$ cat src/design/icache_macros.svh
`ifndef ICACHE_MACROS_SVH
`define ICACHE_MACROS_SVH

////////////////////
// cache geometry
////////////////////
// 4 KB in 32-byte lines
`define ICACHE_LINE_BYTES 32
`define ICACHE_SETS 64
`define ICACHE_WAYS 2

// refill burst shape, 4 x 8 bytes fills one line
`define ICACHE_BEAT_BITS 64
`define ICACHE_BEATS 4

// address fields, tag above index above offset
`define ICACHE_OFFSET_BITS 5
`define ICACHE_INDEX_BITS 6
`define ICACHE_TAG_BITS 21

`endif
$ cat src/design/icache_pkg.sv
`include "icache_macros.svh"

package icache_pkg;

    // address and its fields
    typedef logic [31:0] addr_t;
    typedef logic [`ICACHE_TAG_BITS-1:0] tag_t;
    typedef logic [`ICACHE_INDEX_BITS-1:0] index_t;
    typedef logic [`ICACHE_OFFSET_BITS-1:0] offset_t;

    // payload widths
    typedef logic [31:0] word_t;
    typedef logic [`ICACHE_BEAT_BITS-1:0] beat_t;
    typedef logic [`ICACHE_LINE_BYTES*8-1:0] line_t;

    // one bit per way, hit and victim
    typedef logic [`ICACHE_WAYS-1:0] way_vec_t;

    // memory read data channel
    typedef struct packed {
        beat_t data;
        logic  valid;
        logic  last;
    } mem_rd_t;

    // refill write, shared by tag and data array
    typedef struct packed {
        logic     en;
        index_t   index;
        way_vec_t way;
        tag_t     tag;
        line_t    line;
    } line_wr_t;

    typedef enum logic [2:0] {IDLE, HIT, MISS, RELOAD, ALLOCATE} fetch_state_t;

endpackage

$ cat src/design/icache_ctrl.sv
`include "icache_macros.svh"

module icache_ctrl (
    input  logic                   I_clk,
    input  logic                   I_rst,
    // cpu fetch port
    input  icache_pkg::addr_t      cpu_addr,
    input  logic                   cpu_req,
    output logic                   cpu_ready,
    output icache_pkg::word_t      cpu_inst,
    output logic                   cpu_rvalid,
    // tag array
    output icache_pkg::index_t     lookup_index,
    output icache_pkg::tag_t       lookup_tag,
    input  icache_pkg::way_vec_t   hit,
    input  icache_pkg::way_vec_t   victim,
    // data array
    output icache_pkg::index_t     rd_index,
    input  icache_pkg::line_t      rd_line0,
    input  icache_pkg::line_t      rd_line1,
    output icache_pkg::line_wr_t   wr,
    // memory port
    output icache_pkg::addr_t      mem_araddr,
    output logic                   mem_arvalid,
    input  logic                   mem_arready,
    input  icache_pkg::mem_rd_t    mem_rd
);

    localparam int LINE_W = `ICACHE_BEATS * `ICACHE_BEAT_BITS;

    icache_pkg::fetch_state_t state_q;
    icache_pkg::fetch_state_t state_d;

    // accepted request and its refill way
    icache_pkg::addr_t    addr_q;
    icache_pkg::way_vec_t victim_q;
    icache_pkg::way_vec_t hit_way_q;
    icache_pkg::offset_t  offset;

    // refill line, beats shifted in from the top
    icache_pkg::line_t line_q;
    icache_pkg::line_t hit_line;
    icache_pkg::line_t src_line;

    logic accept;

    ////////////////////
    // cpu handshake
    ////////////////////
    assign cpu_ready = (state_q == icache_pkg::IDLE) || (state_q == icache_pkg::HIT);
    assign accept = cpu_req && cpu_ready;

    // lookup and read driven straight from the cpu address
    assign lookup_tag = cpu_addr[31 -: `ICACHE_TAG_BITS];
    assign lookup_index = cpu_addr[`ICACHE_OFFSET_BITS +: `ICACHE_INDEX_BITS];
    assign rd_index = lookup_index;

    // latch address, hit way and victim on acceptance
    always_ff @(posedge I_clk) begin
        if (accept) begin
            addr_q <= cpu_addr;
            hit_way_q <= hit;
            victim_q <= victim;
        end
    end

    ////////////////////
    // fetch FSM
    ////////////////////
    always_ff @(posedge I_clk) begin
        if (I_rst) begin
            state_q <= icache_pkg::IDLE;
        end else begin
            state_q <= state_d;
        end
    end

    always_comb begin
        state_d = state_q;
        case (state_q)
            // HIT also takes the next request
            icache_pkg::IDLE, icache_pkg::HIT: begin
                if (!accept) begin
                    state_d = icache_pkg::IDLE;
                end else if (|hit) begin
                    state_d = icache_pkg::HIT;
                end else begin
                    state_d = icache_pkg::MISS;
                end
            end
            icache_pkg::MISS: begin
                if (mem_arready) begin
                    state_d = icache_pkg::RELOAD;
                end
            end
            // gaps in valid just hold here
            icache_pkg::RELOAD: begin
                if (mem_rd.valid && mem_rd.last) begin
                    state_d = icache_pkg::ALLOCATE;
                end
            end
            icache_pkg::ALLOCATE: state_d = icache_pkg::IDLE;
            default: state_d = icache_pkg::IDLE;
        endcase
    end

    ////////////////////
    // memory request
    ////////////////////
    // state decode keeps both stable until arready
    assign mem_arvalid = (state_q == icache_pkg::MISS);
    assign mem_araddr = {addr_q[31:`ICACHE_OFFSET_BITS], {`ICACHE_OFFSET_BITS{1'b0}}};

    // lowest beat first, ends at the bottom after the last shift
    always_ff @(posedge I_clk) begin
        if (state_q == icache_pkg::RELOAD && mem_rd.valid) begin
            line_q <= {mem_rd.data, line_q[LINE_W-1:`ICACHE_BEAT_BITS]};
        end
    end

    // refill write, same cycle as the miss response
    assign wr.en = (state_q == icache_pkg::ALLOCATE);
    assign wr.index = addr_q[`ICACHE_OFFSET_BITS +: `ICACHE_INDEX_BITS];
    assign wr.way = victim_q;
    assign wr.tag = addr_q[31 -: `ICACHE_TAG_BITS];
    assign wr.line = line_q;

    ////////////////////
    // word return
    ////////////////////
    assign offset = addr_q[`ICACHE_OFFSET_BITS-1:0];
    assign hit_line = hit_way_q[1] ? rd_line1 : rd_line0;
    // registered array line on a hit, refill line otherwise
    assign src_line = (state_q == icache_pkg::HIT) ? hit_line : line_q;
    assign cpu_inst = src_line[{offset[`ICACHE_OFFSET_BITS-1:2], 5'b0} +: 32];
    assign cpu_rvalid = (state_q == icache_pkg::HIT) || (state_q == icache_pkg::ALLOCATE);

    // request held steady through back-pressure
    assert property (@(posedge I_clk) disable iff (I_rst)
        mem_arvalid && !mem_arready |=> mem_arvalid && $stable(mem_araddr));

    // miss response is a single pulse
    assert property (@(posedge I_clk) disable iff (I_rst)
        (state_q == icache_pkg::ALLOCATE) |=> !cpu_rvalid);

endmodule

$ cat config.mk
export PLATFORM = sky130hd
export DESIGN_NAME = icache_ctrl
export DESIGN_NICKNAME = d
export VERILOG_FILES = /design/src/design/icache_pkg.sv /design/src/design/icache_ctrl.sv
export VERILOG_INCLUDE_DIRS = /design/src /design/src/design
export SDC_FILE = /design/constraint.sdc
export NUM_CORES = 1
export LEC_CHECK = 0
export BUFFER_PORTS_ARGS = -buffer_cell sky130_fd_sc_hd__clkbuf_2
export CAP_MARGIN = 40
export CELL_PAD_IN_SITES_DETAIL_PLACEMENT = 1
export CELL_PAD_IN_SITES_GLOBAL_PLACEMENT = 1
export CORE_AREA = 2 2 390 392
export DETAILED_ROUTE_END_ITERATION = 12
export DIE_AREA = 0 0 392 394
export GPL_TIMING_DRIVEN = 0
export HOLD_SLACK_MARGIN = 0.12
export PLACE_DENSITY = 0.34
export SLEW_MARGIN = 20
export SYNTH_ARGS = -nofsm -noshare
export SYNTH_HDL_FRONTEND = slang
export SYNTH_SLANG_ARGS = --single-unit
$ cat constraint.sdc
create_clock -name I_clk -period 14 [get_ports I_clk]
set_input_delay 2.1 -clock I_clk [delete_from_list [all_inputs] [get_ports I_clk]]
set_output_delay 2.1 -clock I_clk [all_outputs]
set_load 0.005 [all_outputs]
==> results of run 1 <==
worst reg2reg max path: stages, from the launching register on:
cell and delay [ps]:
dfxtp_1 480, nand2b_1 180, nor2_4 460, buf_16 240
buf_16 190, buf_16 220, buf_12 220, buf_16 220
worst min-delay path by stage:
stage                start           to  depth (start not counted)
2_1_floorplan  line_q[225]  line_q[161]                          0
3_3_place_gp   line_q[102]   line_q[38]                          0
3_5_place_dp   line_q[118]   line_q[54]                          0
4_1_cts         line_q[68]    line_q[4]                          0
5_1_grt         line_q[68]    line_q[4]                          0
6_report        line_q[70]    line_q[6]                          0
logic make-up after synthesis:
family	share of synthesized area (%)
DFF	53.3
AOI/OAI and AO/OA	11.2
and+or+nand+nor	4.26
muxes	23.2
buffers and inverters	8.02
other	0.0229
layer usage:
metal | vias up | wire [um]
met3 | 153 | 9160
met2 | 767 | 71600
li1 | 6614 | -
met1 | 7841 | 51300
met5 | - | 162
met4 | 26 | 2720
cells in the mapped netlist, drive strengths merged (3+ instances only):
| library cell | instances |
|---|---|
| mux4 | 96 |
| a22oi | 16 |
| inv | 16 |
| nor2 | 5 |
| dfxtp | 3 |
| nor3b | 21 |
| o22ai | 16 |
| o31a | 16 |
| clkbuf | 26 |
| o21ai | 33 |
| nand2 | 36 |
| a21oi | 80 |
| buf | 159 |
| nor2b | 18 |
| a2bb2oi | 16 |
| mux2i | 128 |
| a22o | 16 |
| edfxtp | 289 |
| a221oi | 16 |
| mux2 | 32 |
| a2111oi | 33 |
| nor3 | 32 |
power by group:
| part | internal (mW) | total [mW] | switching (mW) |
|---|---|---|---|
| Sequential | 0.966 | 0.974 | 0.00826 |
| Combinational | 0.223 | 0.504 | 0.281 |
| Clock | 0.623 | 1.07 | 0.446 |
layout make-up:
type / instances / area [um2] / share of cell area [%]
clock buffers: 55 / 1160 / 4.49
diodes: 15 / 37.5 / 0.145
plain buffers: 185 / 1260 / 4.87
flip-flops and latches: 292 / 8740 / 33.7
multi-input cells: 626 / 6400 / 24.7
repair buffers: 1028 / 5540 / 21.4
well taps: 2030 / 2540 / 9.81
inverters: 16 / 60.1 / 0.232
clock inverters: 21 / 169 / 0.652
state kept, by name, indices dropped and copies added, names as in the netlist:
register and flops:
addr_q 30, hit_way_q 1, line_q 256, state_q 3, victim_q 2
cells in the final DEF, fill, tap and decap left out, drive strengths merged, types with 17 or more instances in the layout:
master   instances
nor3            32
nor2b           18
nand2           36
o21ai           33
mux2            32
mux2i          128
nor3b           21
a21oi           80
edfxtp         289
a2111oi         33
mux4            96
clkbuf        1077
buf            191
inv             17
metrics by stage:
step / utilization, % / area, um2 / setup WS [ps] / cells / hold slack [ps]
after floorplan: - / 16400 / 352 / 1119 / 470
after global placement: 15.9 / 23900 / -6850 / 4145 / 467
after detailed placement: 16.3 / 24500 / 7970 / 4177 / 468
after CTS: 17.2 / 25900 / 7880 / 4253 / 476
after global routing: 17.2 / 25900 / 7830 / 4255 / 495
final: 17.2 / 25900 / 8110 / 4268 / 479
==> results_dict.tcl, run 1 <==
set metrics [dict create \
    dp_hpwl_mm 116 \
    peakVddDrop_uv 87.2 \
    nets 2810 \
    crit_arrival_ps 3790 \
    cts-root-buf "clkbuf_16" \
    cpPeakStageDelay_ps 700 \
    ctsHoldBuffers 0 \
    synth-seq-cells 292 \
    p_per_area_mw_per_mm2 98.3 \
    cts.sinks 292 \
    cp_slowest_cell "a22oi_1" \
    path_buf_inv 2 \
    crit_chain "clkbuf_2 > mux2i_1 > a22oi_1 > a21oi_1 > a2111oi_2 > clkbuf_2" \
    cts_setup_buffers 0 \
    fmax_mhz 170 \
    finalHoldViolations 0 \
    yosysTopAreaCell "edfxtp_1" \
    hold_class "flop to flop" \
    synth_cell_types 40 \
    cts-resized-gates 0 \
    crit_path_end_kind "output port" \
    grt_pass1_wl_mm 172 \
    start_util_pct 10.9 \
    async_flop_share_pct 0 \
    crit_type "input port to output port" \
    crit_family "compound AO/OA/AOI/OAI gates" \
    drc 0 \
    grt_max_degree 29 \
    drv_slew 0 \
    synth_cells 1115 \
    r2r_slack_ps 11470 \
    rows 143 \
    dieWidth_um 392 \
    p_leak_nw 10.8 \
    drt_wl_total_mm 135 \
    cts_buffers 43 \
    gr-total-overflow 0 \
    htreeDepth 2 \
    core_mm2 0.151 \
    grtUsageMet2_pct 31.8 \
    finClkSkew_ps 25.9 \
    grt_pass1_vias 16900 \
    fillers 17400 \
    ys_seq_area_share_pct 53.3 \
    maxSlewHeadroom_pct 37.8 \
    use_met1_pct 19.1 \
    grt-busiest-layer "met2" \
    syn_area_mm2 0.0164 \
    drive_gt1_share_pct 63.8 \
    rsz0062_at_grt "no" \
    cp-start-kind "input port" \
    startpoint "rd_line0[37]" \
    io_buffers 996 \
    finalPower_mw 2.55 \
    regToRegEndpoint "line_q[52]" \
    required_ps 11900 \
    insertion_delay_ps 590 \
    worst_r2r_path_depth 7 \
    path_clk_slew_ps 50 \
    setup_violations 0 \
    vias_per_cell 3.61 \
    gp_congestion 0.888 \
    tightest_slew_ps 932 \
    cp_num_cells 6 \
    synth_area_leaders "edfxtp_1, mux4_2, mux2i_1" \
    wire_per_inst_um 31.6 \
    crit_top_cell "clkbuf_2" \
    cap_violations 0 \
    cts_buffer_depth 3 \
    ys_warn_count 0 \
    antenna_found_initial 64 \
    drt-pass1-iter-count 5 \
    tns_ps 0 \
    finalCritPeriodShare_pct 42.1 \
    num_vias 15400 \
    yosysTopAreaCellShare_pct 52.9 \
    cp_max_fo 1 \
    fin_crit_ps 5890 \
    synth-edff-count 289 \
    dieArea_mm2 0.154 \
    synth_flop_cell "edfxtp_1" \
    die_y_um 394 \
    cp-endpoint "cpu_inst[5]" \
    cts_tree "built" \
    avgSynthCellArea_um2 14.7 \
    drtIter0Drc 957 \
    pin_count 1004 \
    synthToLayoutAreaGrowth_pct 57.9 \
    grt_usage_pct 16.9 \
    r2r_start "state_q[1]" \
    use_met3_pct 4.00 \
    status "finished, final reports clean" \
    drtAntennaViolNets 0 \
]
Note: power is estimated with default switching activity, not from simulation.
==> run 2: changes to the inputs <==
==> constraint.sdc (replaced) <==
create_clock -name I_clk -period 5.15 [get_ports I_clk]
set_input_delay 0.7725 -clock I_clk [delete_from_list [all_inputs] [get_ports I_clk]]
set_output_delay 0.7725 -clock I_clk [all_outputs]
set_load 0.005 [all_outputs]
==> results_dict.tcl, run 2 (same netlist as run 1, synthesis figures left out) <==
set metrics [dict create \
    status "finished, final reports clean" \
    p_per_area_mw_per_mm2 269 \
    path_buf_inv 4 \
    crit_type "flop to output port" \
    antenna_found_initial 61 \
    dieArea_mm2 0.154 \
    holdPathStages 1 \
    cp_slowest_cell "a21oi_1" \
    crit_arrival_ps 3980 \
    placed_cells 4175 \
    drv_slew 0 \
    crit_chain "buf_4 > buf_6 > buf_2 > mux2i_1 > nand2_1 > a21oi_1 > a2111oi_2 > clkbuf_2" \
    r2r_start "state_q[1]" \
    rsz0062_at_grt "no" \
    gr-total-overflow 0 \
    cts-resized-gates 0 \
    cts.sinks 292 \
    fillers 17400 \
    vias_per_cell 3.64 \
    setup_slack_ps 393 \
    rows 143 \
    fmax_mhz 210 \
    cts_tree "built" \
    regArea_mm2 0.00874 \
    core_mm2 0.151 \
    setup_violations 0 \
    drt_wl_total_mm 139 \
    drc 0 \
    start_util_pct 10.9 \
    finClkSkew_ps 33.4 \
    final_common_cell "clkbuf_2" \
    required_ps 4380 \
    dieWidth_um 392 \
    utilization_pct 17.2 \
    grt_pass1_vias 17200 \
    fin_crit_ps 4760 \
    grt_pass1_wl_mm 176 \
    top_regs "line_q x256, addr_q x30, state_q x3" \
    drive_gt1_share_pct 63.8 \
    regToRegEndpoint "line_q[115]" \
    drtIter0Drc 805 \
    finalPower_mw 6.95 \
    hp-start "mem_rd[62]" \
    dp_hpwl_mm 119 \
    htreeDepth 2 \
    cts_setup_buffers 0 \
    placed_area_mm2 0.0244 \
    io_buffers 996 \
    path_clk_slew_ps 60 \
    insertion_delay_ps 610 \
    ctsHoldBuffers 0 \
    nets 2810 \
    die_y_um 394 \
    finalCritPeriodShare_pct 92.4 \
    maxSlewHeadroom_pct 32.8 \
    min_to "line_q[252]" \
    finalHoldViolations 0 \
    drtAntennaViolNets 0 \
    cap_violations 0 \
    largest_reg_flops 256 \
    fin_cells 4270 \
    cp-start-kind "flop" \
    drt-pass1-iter-count 5 \
    r2r_slack_ps 2490 \
    multiInputGateArea_mm2 0.00640 \
    synthToLayoutAreaGrowth_pct 57.5 \
    regMostFlops "line_q" \
    wire_per_inst_um 32.5 \
    worst_r2r_path_depth 7 \
    cts_buffers 44 \
    peakVddDrop_uv 170 \
    num_vias 15600 \
    tightest_slew_ps 1010 \
    cp_max_fo 10 \
    cts_buffer_depth 3 \
    gp_congestion 0.883 \
    crit_family "buffers and inverters" \
    final_cell_mix "clkbuf_2, edfxtp_1, mux2i_1, buf_4, mux4_2" \
    cts-root-buf "clkbuf_16" \
    p_leak_nw 10.7 \
    place_ws_ps 917 \
    pin_count 1004 \
    hold_class "input port to flop" \
    cpPeakStageDelay_ps 740 \
    cp_num_cells 8 \
    grt_usage_pct 17.4 \
    crit_path_end_kind "output port" \
    grt_max_degree 29 \
    stdcell_area_mm2 0.0258 \
]
[run 2: cell types whose count changed in the layout (fill, tap and decap cells not counted), sizes merged]
cell / previous run / this run
buf: 191 / 190
clkbuf: 1077 / 1076
clkinv: 16 / 18
clkinvlp: 2 / 4
diode: 15 / 13
inv: 17 / 19
[run 2: through the flow]
stage               setup TNS [ps]  hold WS [ps]
global route                     0           291
detailed placement               0           468
floorplan                        0           470
global placement           -619820           465
CTS                              0           259
finish                           0           337
[run 2: final cells by class]
class | instances | share of cell area (%)
clock inverters | 27 | 0.813
repair buffers | 1027 | 21.1
well taps | 2030 | 9.83
inverters | 16 | 0.232
flip-flops and latches | 292 | 33.8
clock buffers | 54 | 4.41
diodes | 13 | 0.126
multi-input cells | 626 | 24.8
plain buffers | 185 | 4.89
[run 2: worst register-to-register path: cells and delay by family, from the launching register on]
family                 cells  cell delay [ps]
buffers and inverters      5             1130
flip-flops                 1              470
AND/OR/NAND/NOR            2              740
[run 2: worst max-delay path by stage]
stage | from | to | slack [ps]
4_1_cts | addr_q[2] | cpu_inst[0] | 220
6_report | addr_q[2] | cpu_inst[4] | 390
3_3_place_gp | mem_rd[1] | line_q[115] | -2520
3_5_place_dp | addr_q[2] | cpu_inst[0] | 920
5_1_grt | addr_q[2] | cpu_inst[0] | 250
2_1_floorplan | mem_rd[1] | line_q[0] | 60
[run 2: per-layer routing]
layer / vias to the layer above / track usage, % / share of wire [%]
met4: 24 / 3.61 / 2.1
met1: 8053 / 19.9 / 39
met2: 703 / 32.7 / 53
li1: 6622 / - / -
met5: - / 0 / 0.099
met3: 159 / 3.66 / 6.1
[run 2: report_power, final]
group          internal, mW  total, mW  switching [mW]
Combinational         0.605       1.38           0.773
Clock                  1.68       2.93            1.25
Sequential             2.63       2.65          0.0235
Total                  4.91       6.95            2.05
